### src/hdl/nabp_defines.svh
`ifndef NABP_DEFINES_SVH
`define NABP_DEFINES_SVH

// projection line geometry
`define NABP_LINE_LEN       8
`define NABP_LINE_IDX_W     3

// datapath widths
`define NABP_SAMPLE_W       12
`define NABP_ADDR_W         10
`define NABP_ITR_W          8

// apb bus widths
`define NABP_APB_ADDR_W     8
`define NABP_APB_DATA_W     32

// apb register map, byte offsets
`define NABP_REG_CTRL       8'h00
`define NABP_REG_NUM_ITR    8'h04
`define NABP_REG_SH_BASE    8'h08
`define NABP_REG_MP_INIT    8'h0C
`define NABP_REG_MP_BASE    8'h10
`define NABP_REG_MP_STEP    8'h14
`define NABP_REG_STATUS     8'h18

`endif

### src/hdl/nabp_pkg.sv
`default_nettype none

`include "nabp_defines.svh"

package nabp_pkg;

    // one projection sample
    typedef logic [`NABP_SAMPLE_W-1:0] sample_t;

    // line buffer index, also the rotation offset
    typedef logic [`NABP_LINE_IDX_W-1:0] line_idx_t;

    // accumulator address, mapper init, base and step
    typedef logic [`NABP_ADDR_W-1:0] addr_t;

    // iteration (projection angle) count
    typedef logic [`NABP_ITR_W-1:0] itr_t;

    typedef logic [`NABP_APB_ADDR_W-1:0] apb_addr_t;
    typedef logic [`NABP_APB_DATA_W-1:0] apb_data_t;

    // processing sequence of one iteration
    typedef enum logic [1:0] {
        ready_s,
        fill_s,
        fill_done_s,
        shift_s
    } state_ctl_t;

endpackage

`default_nettype wire

### src/hdl/nabp_swap_control.sv
`timescale 1ns/1ps
`default_nettype none

`include "nabp_defines.svh"

module nabp_swap_control (
    input  wire                      clk,
    input  wire                      reset_n,
    input  wire nabp_pkg::apb_addr_t paddr,
    input  wire                      psel,
    input  wire                      penable,
    input  wire                      pwrite,
    input  wire nabp_pkg::apb_data_t pwdata,
    output nabp_pkg::apb_data_t      prdata,
    output logic                     pready,
    output logic                     pslverr,
    input  wire                      sw_swap,
    input  wire                      sw_next_itr,
    output logic                     sw_next_itr_ack,
    output logic                     sw_swap_ack,
    output logic                     bank_sel,
    output nabp_pkg::line_idx_t      sw_sh_accu_base,
    output nabp_pkg::addr_t          sw_mp_accu_init,
    output nabp_pkg::addr_t          sw_mp_accu_base
);
    import nabp_pkg::*;

    itr_t      num_itr;
    line_idx_t sh_base;
    addr_t     mp_init;
    addr_t     mp_step;
    logic      busy;
    logic      done;
    logic      in_flight;
    itr_t      itr_cnt;
    itr_t      cpl_cnt;
    logic      sw_swap_d;
    logic      swap_rise;
    logic      apb_access;
    logic      apb_wr;
    logic      addr_hit;
    logic      start;
    apb_data_t rd_data;

    assign apb_access = psel && penable;
    assign apb_wr     = apb_access && pwrite && addr_hit;
    assign start      = apb_wr && (paddr == `NABP_REG_CTRL) && pwdata[0] && !busy;

    // address decode and read mux
    always_comb
    begin
        addr_hit = 1'b1;
        rd_data  = '0;
        case (paddr)
            `NABP_REG_CTRL:    rd_data = '0;
            `NABP_REG_NUM_ITR: rd_data = {24'd0, num_itr};
            `NABP_REG_SH_BASE: rd_data = {29'd0, sh_base};
            `NABP_REG_MP_INIT: rd_data = {22'd0, mp_init};
            `NABP_REG_MP_BASE: rd_data = {22'd0, sw_mp_accu_base};
            `NABP_REG_MP_STEP: rd_data = {22'd0, mp_step};
            `NABP_REG_STATUS:  rd_data = {16'd0, cpl_cnt, 6'd0, done, busy};
            default:           addr_hit = 1'b0;
        endcase
    end

    assign prdata  = (apb_access && !pwrite) ? rd_data : '0;
    assign pready  = 1'b1;
    assign pslverr = apb_access && !addr_hit;

    // configuration is frozen during a run
    always_ff @(posedge clk)
    begin
        if (!reset_n)
        begin
            num_itr         <= '0;
            sh_base         <= '0;
            mp_init         <= '0;
            mp_step         <= '0;
            sw_mp_accu_base <= '0;
        end
        else if (apb_wr && !busy)
        begin
            case (paddr)
                `NABP_REG_NUM_ITR: num_itr         <= pwdata[`NABP_ITR_W-1:0];
                `NABP_REG_SH_BASE: sh_base         <= pwdata[`NABP_LINE_IDX_W-1:0];
                `NABP_REG_MP_INIT: mp_init         <= pwdata[`NABP_ADDR_W-1:0];
                `NABP_REG_MP_BASE: sw_mp_accu_base <= pwdata[`NABP_ADDR_W-1:0];
                `NABP_REG_MP_STEP: mp_step         <= pwdata[`NABP_ADDR_W-1:0];
                default:           ;
            endcase
        end
    end

    // run control, one ack per iteration while ready is requested
    always_ff @(posedge clk)
    begin
        if (!reset_n)
        begin
            busy            <= 1'b0;
            done            <= 1'b0;
            in_flight       <= 1'b0;
            itr_cnt         <= '0;
            cpl_cnt         <= '0;
            sw_next_itr_ack <= 1'b0;
        end
        else
        begin
            sw_next_itr_ack <= 1'b0;
            if (start)
            begin
                busy      <= 1'b1;
                done      <= 1'b0;
                in_flight <= 1'b0;
                itr_cnt   <= '0;
                cpl_cnt   <= '0;
            end
            else if (busy && sw_next_itr && !sw_next_itr_ack)
            begin
                // back in ready means the previous shift has ended
                if (in_flight)
                    cpl_cnt <= cpl_cnt + itr_t'(1);
                in_flight <= 1'b0;
                if (itr_cnt != num_itr)
                begin
                    sw_next_itr_ack <= 1'b1;
                    itr_cnt         <= itr_cnt + itr_t'(1);
                    in_flight       <= 1'b1;
                end
                else
                begin
                    busy <= 1'b0;
                    done <= 1'b1;
                end
            end
        end
    end

    // next iteration constants, moved on once the current ones are latched
    always_ff @(posedge clk)
    begin
        if (start)
        begin
            sw_sh_accu_base <= sh_base;
            sw_mp_accu_init <= mp_init;
        end
        else if (sw_next_itr_ack)
        begin
            sw_sh_accu_base <= sw_sh_accu_base + line_idx_t'(1);
            sw_mp_accu_init <= sw_mp_accu_init + mp_step;
        end
    end

    assign swap_rise = sw_swap && !sw_swap_d;

    always_ff @(posedge clk)
    begin
        if (!reset_n)
        begin
            sw_swap_d   <= 1'b0;
            sw_swap_ack <= 1'b0;
            bank_sel    <= 1'b0;
        end
        else
        begin
            sw_swap_d   <= sw_swap;
            sw_swap_ack <= swap_rise;
            if (swap_rise)
                bank_sel <= !bank_sel;
        end
    end

    // state control is still waiting when the ack arrives
    a_swap_ack: assert property (@(posedge clk) disable iff (!reset_n)
        sw_swap_ack |-> $past(sw_swap) && sw_swap);

endmodule

`default_nettype wire

### src/hdl/nabp_state_control.sv
`timescale 1ns/1ps
`default_nettype none

module nabp_state_control (
    input  wire                      clk,
    input  wire                      reset_n,
    input  wire nabp_pkg::line_idx_t sw_sh_accu_base,
    input  wire nabp_pkg::addr_t     sw_mp_accu_init,
    input  wire nabp_pkg::addr_t     sw_mp_accu_base,
    input  wire                      sw_swap_ack,
    input  wire                      sw_next_itr_ack,
    input  wire                      sh_fill_done,
    input  wire                      sh_shift_done,
    output logic                     sw_swap,
    output logic                     sw_next_itr,
    output logic                     sh_fill_kick,
    output logic                     sh_shift_kick,
    output nabp_pkg::line_idx_t      sh_accu_base,
    output nabp_pkg::addr_t          mp_accu_init,
    output nabp_pkg::addr_t          mp_accu_base
);
    import nabp_pkg::*;

    state_ctl_t state;
    state_ctl_t next_state;

    always_ff @(posedge clk)
    begin
        if (!reset_n)
            state <= ready_s;
        else
            state <= next_state;
    end

    // constants track swap control until the iteration is granted
    always_ff @(posedge clk)
    begin
        if (state == ready_s)
        begin
            sh_accu_base <= sw_sh_accu_base;
            mp_accu_init <= sw_mp_accu_init;
            mp_accu_base <= sw_mp_accu_base;
        end
    end

    always_comb
    begin
        next_state = state;
        case (state)
            ready_s:
                if (sw_next_itr_ack)
                    next_state = fill_s;
            fill_s:
                if (sh_fill_done)
                    next_state = fill_done_s;
            fill_done_s:
                if (sw_swap_ack)
                    next_state = shift_s;
            shift_s:
                if (sh_shift_done)
                    next_state = ready_s;
            default:
                next_state = ready_s;
        endcase
    end

    // requests to swap control
    assign sw_swap     = (state == fill_done_s);
    assign sw_next_itr = reset_n && (state == ready_s);

    // kicks fire in the cycle before the new state is entered
    assign sh_fill_kick  = (next_state != state) && (next_state == fill_s);
    assign sh_shift_kick = (next_state != state) && (next_state == shift_s);

    // shifter reports completion only in the matching state
    a_fill_done_in_fill: assert property (@(posedge clk) disable iff (!reset_n)
        sh_fill_done |-> state == fill_s);

    a_shift_done_in_shift: assert property (@(posedge clk) disable iff (!reset_n)
        sh_shift_done |-> state == shift_s);

endmodule

`default_nettype wire

### src/hdl/nabp_shifter.sv
`timescale 1ns/1ps
`default_nettype none

`include "nabp_defines.svh"

module nabp_shifter (
    input  wire                      clk,
    input  wire                      reset_n,
    input  wire                      sh_fill_kick,
    input  wire                      sh_shift_kick,
    input  wire nabp_pkg::line_idx_t sh_accu_base,
    input  wire                      bank_sel,
    input  wire                      sample_valid,
    input  wire nabp_pkg::sample_t   sample_data,
    output logic                     sample_ready,
    output logic                     sh_fill_done,
    output logic                     sh_shift_done,
    output logic                     sh_step,
    output logic                     out_valid,
    output nabp_pkg::sample_t        out_sample
);
    import nabp_pkg::*;

    localparam line_idx_t LAST_IDX = line_idx_t'(`NABP_LINE_LEN - 1);

    sample_t   bank_mem [0:1][0:`NABP_LINE_LEN-1];
    logic      filling;
    logic      shifting;
    line_idx_t fill_cnt;
    line_idx_t shift_cnt;
    line_idx_t rd_idx;
    logic      accept;

    assign sample_ready = filling;
    assign accept       = filling && sample_valid;

    // fill side writes the bank selected by swap control
    always_ff @(posedge clk)
    begin
        if (accept)
            bank_mem[bank_sel][fill_cnt] <= sample_data;
    end

    always_ff @(posedge clk)
    begin
        if (!reset_n)
        begin
            filling      <= 1'b0;
            fill_cnt     <= '0;
            sh_fill_done <= 1'b0;
        end
        else
        begin
            sh_fill_done <= accept && (fill_cnt == LAST_IDX);
            if (sh_fill_kick)
            begin
                filling  <= 1'b1;
                fill_cnt <= '0;
            end
            else if (accept)
            begin
                fill_cnt <= fill_cnt + line_idx_t'(1);
                if (fill_cnt == LAST_IDX)
                    filling <= 1'b0;
            end
        end
    end

    always_ff @(posedge clk)
    begin
        if (!reset_n)
        begin
            shifting  <= 1'b0;
            shift_cnt <= '0;
        end
        else if (sh_shift_kick)
        begin
            shifting  <= 1'b1;
            shift_cnt <= '0;
        end
        else if (shifting)
        begin
            shift_cnt <= shift_cnt + line_idx_t'(1);
            if (shift_cnt == LAST_IDX)
                shifting <= 1'b0;
        end
    end

    // rotated read from the bank filled last, index wraps at line length
    assign rd_idx        = sh_accu_base + shift_cnt;
    assign out_sample    = bank_mem[!bank_sel][rd_idx];
    assign out_valid     = shifting;
    assign sh_step       = shifting;
    assign sh_shift_done = shifting && (shift_cnt == LAST_IDX);

    a_no_ready_in_shift: assert property (@(posedge clk) disable iff (!reset_n)
        shifting |-> !sample_ready);

endmodule

`default_nettype wire

### src/hdl/nabp_mapper.sv
`timescale 1ns/1ps
`default_nettype none

module nabp_mapper (
    input  wire                  clk,
    input  wire                  reset_n,
    input  wire                  sh_shift_kick,
    input  wire                  sh_step,
    input  wire nabp_pkg::addr_t mp_accu_init,
    input  wire nabp_pkg::addr_t mp_accu_base,
    output nabp_pkg::addr_t      out_addr
);

    // accumulator holds the address of the sample now at the output
    always_ff @(posedge clk)
    begin
        if (!reset_n)
            out_addr <= '0;
        else if (sh_shift_kick)
            out_addr <= mp_accu_init;
        else if (sh_step)
            // wraps modulo the accumulator size
            out_addr <= out_addr + mp_accu_base;
    end

    // shifter presents its first sample right after the kick
    a_step_after_kick: assert property (@(posedge clk) disable iff (!reset_n)
        sh_shift_kick |=> sh_step);

endmodule

`default_nettype wire

### src/hdl/nabp_processing_top.sv
`timescale 1ns/1ps
`default_nettype none

module nabp_processing_top (
    input  wire                      clk,
    input  wire                      reset_n,
    input  wire nabp_pkg::apb_addr_t paddr,
    input  wire                      psel,
    input  wire                      penable,
    input  wire                      pwrite,
    input  wire nabp_pkg::apb_data_t pwdata,
    output nabp_pkg::apb_data_t      prdata,
    output logic                     pready,
    output logic                     pslverr,
    input  wire                      sample_valid,
    input  wire nabp_pkg::sample_t   sample_data,
    output logic                     sample_ready,
    output logic                     out_valid,
    output nabp_pkg::sample_t        out_sample,
    output nabp_pkg::addr_t          out_addr
);
    import nabp_pkg::*;

    // swap control to state control
    logic      sw_swap;
    logic      sw_next_itr;
    logic      sw_swap_ack;
    logic      sw_next_itr_ack;
    logic      bank_sel;
    line_idx_t sw_sh_accu_base;
    addr_t     sw_mp_accu_init;
    addr_t     sw_mp_accu_base;

    // state control to shifter and mapper
    logic      sh_fill_kick;
    logic      sh_shift_kick;
    logic      sh_fill_done;
    logic      sh_shift_done;
    logic      sh_step;
    line_idx_t sh_accu_base;
    addr_t     mp_accu_init;
    addr_t     mp_accu_base;

    nabp_swap_control u_swap_control (
        .clk             (clk),
        .reset_n         (reset_n),
        .paddr           (paddr),
        .psel            (psel),
        .penable         (penable),
        .pwrite          (pwrite),
        .pwdata          (pwdata),
        .prdata          (prdata),
        .pready          (pready),
        .pslverr         (pslverr),
        .sw_swap         (sw_swap),
        .sw_next_itr     (sw_next_itr),
        .sw_next_itr_ack (sw_next_itr_ack),
        .sw_swap_ack     (sw_swap_ack),
        .bank_sel        (bank_sel),
        .sw_sh_accu_base (sw_sh_accu_base),
        .sw_mp_accu_init (sw_mp_accu_init),
        .sw_mp_accu_base (sw_mp_accu_base)
    );

    nabp_state_control u_state_control (
        .clk             (clk),
        .reset_n         (reset_n),
        .sw_sh_accu_base (sw_sh_accu_base),
        .sw_mp_accu_init (sw_mp_accu_init),
        .sw_mp_accu_base (sw_mp_accu_base),
        .sw_swap_ack     (sw_swap_ack),
        .sw_next_itr_ack (sw_next_itr_ack),
        .sh_fill_done    (sh_fill_done),
        .sh_shift_done   (sh_shift_done),
        .sw_swap         (sw_swap),
        .sw_next_itr     (sw_next_itr),
        .sh_fill_kick    (sh_fill_kick),
        .sh_shift_kick   (sh_shift_kick),
        .sh_accu_base    (sh_accu_base),
        .mp_accu_init    (mp_accu_init),
        .mp_accu_base    (mp_accu_base)
    );

    nabp_shifter u_shifter (
        .clk           (clk),
        .reset_n       (reset_n),
        .sh_fill_kick  (sh_fill_kick),
        .sh_shift_kick (sh_shift_kick),
        .sh_accu_base  (sh_accu_base),
        .bank_sel      (bank_sel),
        .sample_valid  (sample_valid),
        .sample_data   (sample_data),
        .sample_ready  (sample_ready),
        .sh_fill_done  (sh_fill_done),
        .sh_shift_done (sh_shift_done),
        .sh_step       (sh_step),
        .out_valid     (out_valid),
        .out_sample    (out_sample)
    );

    nabp_mapper u_mapper (
        .clk           (clk),
        .reset_n       (reset_n),
        .sh_shift_kick (sh_shift_kick),
        .sh_step       (sh_step),
        .mp_accu_init  (mp_accu_init),
        .mp_accu_base  (mp_accu_base),
        .out_addr      (out_addr)
    );

endmodule

`default_nettype wire

### config.mk
export PLATFORM = sky130hd
export DESIGN_NAME = nabp_processing_top
export DESIGN_NICKNAME = d
export VERILOG_FILES = /design/src/hdl/nabp_pkg.sv /design/src/hdl/nabp_swap_control.sv /design/src/hdl/nabp_state_control.sv /design/src/hdl/nabp_shifter.sv /design/src/hdl/nabp_mapper.sv /design/src/hdl/nabp_processing_top.sv
export VERILOG_INCLUDE_DIRS = /design/src /design/src/hdl
export SDC_FILE = /design/constraint.sdc
export NUM_CORES = 1
export LEC_CHECK = 0
export CORE_MARGIN = 2
export CORE_UTILIZATION = 40
export CTS_CLUSTER_SIZE = 8
export DETAILED_ROUTE_END_ITERATION = 16
export DONT_BUFFER_PORTS = 1
export GPL_ROUTABILITY_DRIVEN = 0
export HOLD_SLACK_MARGIN = 0.06
export SETUP_SLACK_MARGIN = 0.05
export SLEW_MARGIN = 20
export SYNTH_ARGS = -nofsm -noshare
export SYNTH_HDL_FRONTEND = slang
export SYNTH_SLANG_ARGS = --single-unit
### constraint.sdc
create_clock -name clk -period 3.9 [get_ports clk]
set_input_delay 0 -clock clk [delete_from_list [all_inputs] [get_ports clk]]
set_output_delay 0 -clock clk [all_outputs]
set_load 0.03 [all_outputs]
==> results.toml, run 1 <==
[finish]
antenna_cells = 0
finish.net_count = 1101
fillCellCount = 2891
syn_to_final_growth_pct = 17.0
instances_no_fill = 1496
seqCellArea_mm2 = 0.00855
drive_above_1_share_pct = 15.5
multi_input_area_mm2 = 0.00475

[power_and_ir_drop]
power_uw = 7340
p_per_area_mw_per_mm2 = 463
peakVddDrop_mv = 0.363
power.leakage_uw = 0.00533

[logic_synthesis]
netlist-cell-type-count = 62
ys_seq_area_share_pct = 63.1
avgSynthCellArea_um2 = 14.3
synth_top_area_share_pct = 50.6
yosysWarnings = 0
netlist_area_mm2 = 0.0135
synth.area.top_cells = "edfxtp_1, dfxtp_1, mux4_2, nand2_1, ha_1"
synth_area_leader_cell = "edfxtp_1"
synth_cells = 948
synth-edff-count = 228
ys_ff_latch = 313
ys.flop_type = "edfxtp_1"
async_reset_ff_share_pct = 0

[global_route]
grt_max_degree = 66
grt_usage_pct = 17.7
antenna_found_initial = 0
grt_pass1_wl_um = 48000
grt_overflow = 0
grt_pass1_vias = 8226

[worst_setup_path]
worstPathMaxFanout = 43
crit_arrival_ps = 3080
r2r_start = "u_swap_control.busy"
crit_path_frequent_cell = "mux4_2"
crit_path_cell_trace = "buf_4, mux4_2, mux4_2"
cp-start-kind = "register"
end_kind = "output pin"
cp_slowest_stage_delay_ps = 900
worstSetupPathType = "register to output pin"
cpMaxStageDelayCell = "dfxtp_4"
rrSetupSlack_ps = 1010
crit_required_ps = 3900
rr_worst_depth = 7
timing.rr.end = "u_swap_control.num_itr[1]"

[timing]
worstMarginPinSlew_ps = 982
rsz0062_at_grt = "false"
max_slew_margin_pct = 34.4
period_share_pct = 79.0
period_needed_ps = 3080
finalSetupViolCount = 0
report.final.slew_viol_count = 0
holdWs_ps = 70.5
skew_ps = 47.9
hold_viol_final = 0
timing.setup.tns_ps = 0
max_freq_mhz = 325

[routing]
drc = 0
drt_first_pass_iters = 4
final_antenna_net_count = 0
vias_per_cell = 5.31
drt-initial-drc-count = 507
routedWlPerCell_um = 20.5
routed_wl_um = 30700
vias = 7948

[cts]
ctsResizeCount = 0
clockRootBuffer = "clkbuf_16"
clkTransAtPathRegs_ps = 50
numCtsBuffers = 45
insertion_delay_ps = 560
cts-htree-levels = 2
cts_tree = "yes"
clock_path_buffers = 3
cts_sinks = 313

[floorplan]
die_area_mm2 = 0.0353
start_util_pct = 40.5
core_mm2 = 0.0334
die_h_um = 188
io_pins = 116
die_x_um = 188
rows = 67

[min_path]
hold_depth = 2
worstHoldStart = "sample_valid"
hold_end = "u_shifter.bank_mem[0][33]"
hold_class = "input port to register"

[place]
hpwlAfterDp_um = 19400
dp_cells = 1370
io_buffers = 0

[run]
drv_cap = 0

[status]
status = "completed"
through the flow:
stage | util, % | cell area [µm²] | setup slack [ps]
after floorplan | - | 13600 | 1470
after global placement | 41.9 | 14000 | 1310
after detailed placement | 41.9 | 14000 | 1320
after CTS | 47.4 | 15800 | 755
after global routing | 47.4 | 15800 | 619
final | 47.4 | 15800 | 819
cells in the mapped netlist, types with 5 or more instances:
cell type  number
mux2_2         10
clkbuf_1       19
and2_1         10
buf_2          13
mux4_2         60
nand2_1        93
nand3_1        32
a21oi_1        33
mux2i_1        23
buf_4          22
nor2_1         64
o21ai_0        18
xor2_1         27
dfxtp_1        85
a21boi_0       28
nand4_1         8
or3_1           5
o22ai_1         5
and3_1          8
a22oi_1         7
edfxtp_1      228
xnor2_1        15
ha_1           26
nor2b_1        13
inv_1           6
a21boi_1       13
nor3_1         14
metal layers:
metal	global-route usage, %	vias up	routed length, µm
met3	3.78	42	1890
met1	23.2	3959	13000
met5	0	-	0
li1	-	3699	-
met2	29.6	248	15000
met4	5.36	0	702
flip-flops by register name, indices dropped and copies added, names as in the netlist, 2 cells and up:
name and flops:
u_swap_control.sw_mp_accu_base 10, u_state_control.state 2, u_swap_control.sh_base 3, u_swap_control.sw_sh_accu_base 3
u_swap_control.sw_mp_accu_init 10, u_state_control.mp_accu_init 10, u_shifter.bank_mem 192, u_state_control.mp_accu_base 10
u_mapper.out_addr 10, u_swap_control.mp_step 10, u_shifter.fill_cnt 3, u_swap_control.cpl_cnt 8
u_swap_control.mp_init 10, u_state_control.sh_accu_base 3, u_swap_control.itr_cnt 8, u_swap_control.num_itr 8
u_shifter.shift_cnt 3
cells in the final DEF (no fill, tap or decap), types with 10 or more instances in the layout:
cell type / Yosys / final
a21boi_1: 13 / 13
nand3_1: 32 / 32
nand2_1: 93 / 93
nor2_1: 64 / 60
buf_4: 22 / 18
mux4_2: 60 / 60
mux2i_1: 23 / 23
nor2b_1: 13 / 13
dlygate4sd3_1: 0 / 44
a21oi_1: 33 / 33
xnor2_1: 15 / 14
clkbuf_1: 19 / 31
o21ai_0: 18 / 18
xor2_1: 27 / 27
nor3_1: 14 / 10
ha_1: 26 / 25
a21boi_0: 28 / 28
mux2_2: 10 / 10
conb_1: 2 / 17
clkbuf_16: 0 / 45
edfxtp_1: 228 / 228
and2_1: 10 / 10
dfxtp_1: 85 / 84
power breakdown:
| part | switching, µW | internal, µW | leakage [µW] |
|---|---|---|---|
| combinational | 89.8 | 37.9 | 0.00191 |
| clock | 1410 | 2240 | 0.000642 |
| sequential | 0.225 | 3560 | 0.00278 |
critical path: cells and delay by family (launching register included):
| family | cells | cell delay, ps |
|---|---|---|
| flops | 1 | 900 |
| mux | 2 | 1170 |
| buf+inv | 1 | 430 |
kinds of logic (layout without fill, tap and decap cells):
kind of cell	after synthesis	after routing	synth area share, %
compound gates	134	134	6.54
xor+xnor	42	42	2.72
fa+ha+maj	29	29	2.85
buf+inv	65	150	2.60
flops	313	313	63.1
mux	94	94	12.6
other cells	2	17	0.0555
simple gates	269	269	9.50
cell type report:
cell class,count,share of cell area [%]
Sequential cell,313,54.0
Multi-Input combinational cell,585,30.0
Clock buffer,76,7.84
Timing Repair Buffer,63,3.81
Tap cell,448,3.54
Clock inverter,5,0.726
Inverter,6,0.142
worst max-delay path by stage:
stage                            start                   endpoint  slack, ps  cells after the start
2_1_floorplan   u_shifter.sample_ready  u_shifter.bank_mem[0][84]       1470                      3
3_3_place_gp   u_swap_control.bank_sel             out_sample[11]       1310                      3
3_5_place_dp   u_swap_control.bank_sel             out_sample[11]       1320                      3
4_1_cts        u_swap_control.bank_sel             out_sample[11]        760                      3
5_1_grt        u_swap_control.bank_sel             out_sample[11]        620                      3
6_report       u_swap_control.bank_sel             out_sample[11]        820                      3
repair_timing:
action,CTS,global route
buffers inserted,0,0
endpoints found under the hold margin,290,0
hold buffers,45,0
Note: power is estimated with default switching activity, not from simulation.
==> run 2: changes to the inputs <==
Clock period 3.9 ns to 3.05 ns, I/O delays scaled along.
==> run 2 against run 1 <==
First-iteration DRC count up 8.7%. Clock skew down 18 ps. Non-clock buffer count up 24.
==> results.toml, run 2 (synthesized netlist as in run 1, its figures left out) <==
[status]
status = "completed"

[power_and_ir_drop]
p_per_area_mw_per_mm2 = 575
peakVddDrop_mv = 0.431
power.leakage_uw = 0.00543

[floorplan]
die_x_um = 188
io_pins = 116
die_h_um = 188
core_mm2 = 0.0334
start_util_pct = 40.5
die_area_mm2 = 0.0353
rows = 67

[timing]
timing.setup.tns_ps = 0
rsz0062_at_grt = "true"
finalSetupViolCount = 0
hold_viol_final = 0
report.final.slew_viol_count = 0
worstMarginPinSlew_ps = 753
max_freq_mhz = 348
period_needed_ps = 2870
holdWs_ps = 91.2
skew_ps = 29.8
period_share_pct = 94.1
max_slew_margin_pct = 49.8

[finish]
fillCellCount = 2904
final_core_utilization_pct = 47.7
top_register = "u_shifter.bank_mem"
syn_to_final_growth_pct = 17.9
multi_input_area_mm2 = 0.00473
antenna_cells = 0
drive_above_1_share_pct = 16.6
mostFrequentLayoutCells = "edfxtp_1, nand2_1, dfxtp_1"
final_common_cell = "edfxtp_1"
largest_reg_flops = 192
seqCellArea_mm2 = 0.00855
finish.net_count = 1125

[place]
io_buffers = 0
hpwlAfterDp_um = 19700

[routing]
routed_wl_um = 31300
routedWlPerCell_um = 20.8
drc = 0
drt_first_pass_iters = 4
vias = 7995
drt-initial-drc-count = 551
vias_per_cell = 5.30
final_antenna_net_count = 0

[worst_setup_path]
worstSetupPathType = "input port to register"
cpMaxStageDelayCell = "dlygate4sd3_1"
worstPathMaxFanout = 12
crit_path_cell_trace = "dlygate4sd3_1, nor4_2, dlygate4sd3_1, and3_2, nand2_1, dlygate4sd3_1, a21boi_0, dlygate4sd3_1"
crit_required_ps = 3530
crit_path_frequent_cell = "dlygate4sd3_1"
worst-path-buf-inv = 4
cp_slowest_stage_delay_ps = 670
cp-start-kind = "input port"
end_kind = "register"
crit_family = "buffers and inverters"
crit_arrival_ps = 3360

[global_route]
grt_overflow = 0
grt_pass1_vias = 8367
grt_max_degree = 66
grt_usage_pct = 17.9
grt_pass1_wl_um = 48100
antenna_found_initial = 0

[cts]
cts_sinks = 313
clock_path_buffers = 3
cts-htree-levels = 2
clkTransAtPathRegs_ps = 50
numCtsBuffers = 45
clockRootBuffer = "clkbuf_16"
cts_tree = "yes"
insertion_delay_ps = 550

[run]
drv_cap = 0

[min_path]
hold_class = "input port to register"
==> run 2: changes by cell type in the layout (fill, tap and decap cells not counted), sizes merged <==
cell | previous run | this run
buf | 19 | 36
bufinv | 1 | 0
clkbuf | 76 | 65
clkinv | 3 | 4
dlygate4sd3 | 44 | 51
inv | 7 | 6
==> run 2: path summary, 6_finish.rpt <==
kind	startpoint	slack (ps)	cells past startpoint	to
min reg2reg	u_swap_control.sw_swap_d	410	1	u_swap_control.sw_swap_ack
max reg2reg	u_swap_control.busy	240	7	u_swap_control.num_itr[3]
min	paddr[1]	90	4	u_swap_control.sw_mp_accu_base[0]
max	paddr[2]	180	8	u_swap_control.sw_mp_accu_base[2]
==> run 2: stage by stage <==
stage,worst slack [ps],total power [µW],instance area [µm²],std cells
2_1_floorplan,619,4740,13600,963
3_3_place_gp,655,4710,14200,1387
3_5_place_dp,673,4710,14200,1387
4_1_cts,140,9280,16000,1508
5_1_grt,13.8,9470,16000,1508
6_report,179,9170,16000,1508
==> run 2: worst register-to-register path, delay by kind of cell, from the launching register on <==
kind | cells | cell delay, ps
AOI/OAI and AO/OA | 1 | 150
DFF | 1 | 330
buffers and inverters | 2 | 1230
and+or+nand+nor | 4 | 1050
==> run 2: report_power, final <==
part	total [µW]	leakage [µW]	internal (µW)	switching (µW)
clock network	4450	0.000607	2700	1750
logic	162	0.00205	47.7	114
registers	4560	0.00278	4560	0.299
==> run 2: routing by layer <==
metal | up-vias | track usage [%] | wire (µm)
met5 | - | 0 | 0
met4 | 0 | 7.18 | 1090
met3 | 68 | 4.49 | 1940
met2 | 247 | 30.5 | 15400
met1 | 3931 | 21.7 | 12900
li1 | 3749 | - | -
==> run 2: layout make-up <==
type,instances,share of cell area [%]
Tap cell,448,3.51
Clock buffer,65,7.53
Multi-Input combinational cell,585,29.6
Timing Repair Buffer,87,5.15
Sequential cell,313,53.6
Inverter,6,0.141
Clock inverter,4,0.447
==> run 2: repair_timing <==
item	in CTS	in global routing
gates resized for setup	0	3
hold buffers	52	0
endpoints found under the hold margin	290	0
buffers inserted	0	0
endpoints found under the setup margin	0	3
==> run 3: changes to the inputs <==
Settings changed: SYNTH_HIERARCHICAL set to 1.
==> run 3 against run 2 <==
Clock skew rose by 11 ps. Sequential power barely moved. Area after synthesis rose by 2.2%. Global-route usage fell by 0.78 points. Non-clock buffer count did not move. Sequential share of layout area fell by 0.95 points. Highest routed layer unchanged.
==> results.toml, run 3 <==
[worst_setup_path]
crit_required_ps = 3050
cp-start-kind = "register"
timing.rr.end = "u_swap_control/num_itr[4]"
end_kind = "output pin"
r2r_start = "u_swap_control/busy"
worstSetupPathType = "register to output pin"
cp-endpoint = "out_sample[11]"
cp-startpoint = "u_shifter/shift_cnt[0]"
rrSetupSlack_ps = 320
worstPathMaxFanout = 15
rr_worst_depth = 6
crit_arrival_ps = 2860

[routing]
drc = 0
routed_wl_um = 30800
drt-initial-drc-count = 690
vias = 8421
drt_first_pass_iters = 5
final_antenna_net_count = 0
routedWlPerCell_um = 19.5
vias_per_cell = 5.32

[logic_synthesis]
ys_seq_area_share_pct = 61.7
avgSynthCellArea_um2 = 13.7
synth_area_leader_cell = "edfxtp_1"
netlist_area_mm2 = 0.0138
yosysWarnings = 6
synth_common_cells = "edfxtp_1, nand2_1, dfxtp_1, nor2_1, a21oi_1"
synth.area.top_cells = "edfxtp_1, dfxtp_1, mux4_1, mux2i_1, nand2_1"
ys.flop_type = "edfxtp_1"
ys_ff_latch = 313
netlist-cell-type-count = 74
synth-edff-count = 228
synth_cells = 1007
async_reset_ff_share_pct = 0
yosysMostFrequentCell = "edfxtp_1"
synth_top_area_share_pct = 49.5

[status]
status = "completed"

[cts]
clock_path_buffers = 3
cts-htree-levels = 2
cts_tree = "yes"
insertion_delay_ps = 550
clkTransAtPathRegs_ps = 50
clockRootBuffer = "clkbuf_16"
cts_sinks = 313
cts_setup_buffers = 0
numCtsBuffers = 45

[global_route]
grt_overflow = 0
grt_pass1_vias = 8232
grt_pass1_wl_um = 47300
grt_usage_pct = 17.1
grt_max_degree = 63
antenna_found_initial = 0

[power_and_ir_drop]
seqPwrFrac_pct = 48.9
power_frac_comb_pct = 1.8
p_sw_uw = 1880
power.leakage_uw = 0.00572
p_per_area_mw_per_mm2 = 573
peakVddDrop_mv = 0.439
p_sw_share_pct = 20.2
clock_power_share_pct = 49.3
p_int_uw = 7430

[floorplan]
core_mm2 = 0.0343
rows = 68
start_util_pct = 40.4
die_area_mm2 = 0.0361
die_x_um = 190
die_h_um = 190
io_pins = 116

[timing]
period_share_pct = 93.8
max_freq_mhz = 349
hold_viol_final = 0
finalSetupViolCount = 0
rsz0062_at_grt = "false"
timing.setup.tns_ps = 0
skew_ps = 40.8
worst_slack_ps = 188
max_slew_margin_pct = 45.5
period_needed_ps = 2860
report.final.slew_viol_count = 0
worstMarginPinSlew_ps = 813

[finish]
finish.net_count = 1182
fillCellCount = 3016
largest_reg_flops = 192
final_common_cell = "edfxtp_1"
drive_above_1_share_pct = 12.3
mostFrequentLayoutCells = "edfxtp_1, nand2_1, dfxtp_1"
antenna_cells = 0
top_register = "u_shifter/bank_mem"
syn_to_final_growth_pct = 17.4

[place]
pre_cts_slack_ps = 581
io_buffers = 0
hpwlAfterDp_um = 19200

[min_path]
hold_class = "input port to register"
hold_depth = 3

[run]
drv_cap = 0
run 3: what timing repair did:
item	CTS	global route
hold buffers	42	0
gates resized for setup	0	1
endpoints found under the setup margin	0	2
hold endpoints to repair	295	0
run 3: final cells by class:
cell class                 instances  area, µm²  share of cell area (%)
timing repair buffer              87        813                    5.01
clock inverter                     3       55.1                   0.339
inverter                          12       45.0                   0.277
sequential                       313       8550                    52.6
tap                              455        569                    3.50
clock buffer                      77       1280                    7.86
multi-input combinational        636       4940                    30.4
run 3: logic make-up after synthesis:
kind of cell	after synthesis	synth area share [%]
adders and majority gates	29	2.78
DFF	313	61.7
xor gates and xnor gates	40	2.63
buffers and inverters	73	3.19
muxes	104	12.8
other	2	0.0543
and+or+nand+nor	298	10.4
AOI/OAI and AO/OA	148	6.46
run 3: metal layers:
layer | wire length, µm | vias to the layer above | GRT usage [%]
li1 | - | 3977 | -
met1 | 13600 | 4144 | 23.7
met2 | 14600 | 244 | 27.3
met5 | 0 | - | 0
met3 | 1930 | 56 | 3.28
met4 | 680 | 0 | 5.25
run 3: worst min path at each step:
stage	slack, ps	to	startpoint
after floorplan	100	u_shifter/bank_mem[0][0]	sample_data[0]
after global placement	100	u_shifter/bank_mem[0][12]	sample_data[0]
after detailed placement	100	u_shifter/bank_mem[1][36]	sample_data[0]
after CTS	70	u_swap_control/sw_mp_accu_base[4]	psel
after global routing	90	u_shifter/bank_mem[0][77]	sample_valid
final	90	u_shifter/bank_mem[0][77]	sample_valid
run 3: power by group through the flow:
| stage | clock, µW | sequential, µW | combinational [µW] |
|---|---|---|---|
| floorplan | 0 | 4640 | 94.5 |
| detailed placement | 0 | 4640 | 70.2 |
| finish | 4590 | 4560 | 164 |
| CTS | 4720 | 4560 | 163 |
| global route | 4910 | 4550 | 177 |
| global placement | 0 | 4640 | 70.2 |
run 3: worst max-delay path, stage by stage, from the launching register on:
cell     delay, ps
dfxtp_1        370
ha_2           180
inv_1           40
fa_1           360
xnor3_2        540
buf_12         240
mux2i_1        260
mux2i_1        140
buf_4          210
run 3: metrics by stage:
| step | power [µW] | hold slack (ps) | instances | instance area [µm²] | utilization, % |
|---|---|---|---|---|---|
| final | 9310 | 89.2 | 1583 | 16200 | 47.4 |
| after CTS | 9430 | 67.9 | 1583 | 16200 | 47.4 |
| after global routing | 9630 | 86.9 | 1583 | 16200 | 47.4 |
| after global placement | 4710 | 99.5 | 1461 | 14500 | 42.2 |
| after detailed placement | 4710 | 99.6 | 1461 | 14500 | 42.2 |
| after floorplan | 4730 | 98.9 | 1022 | 13900 | - |
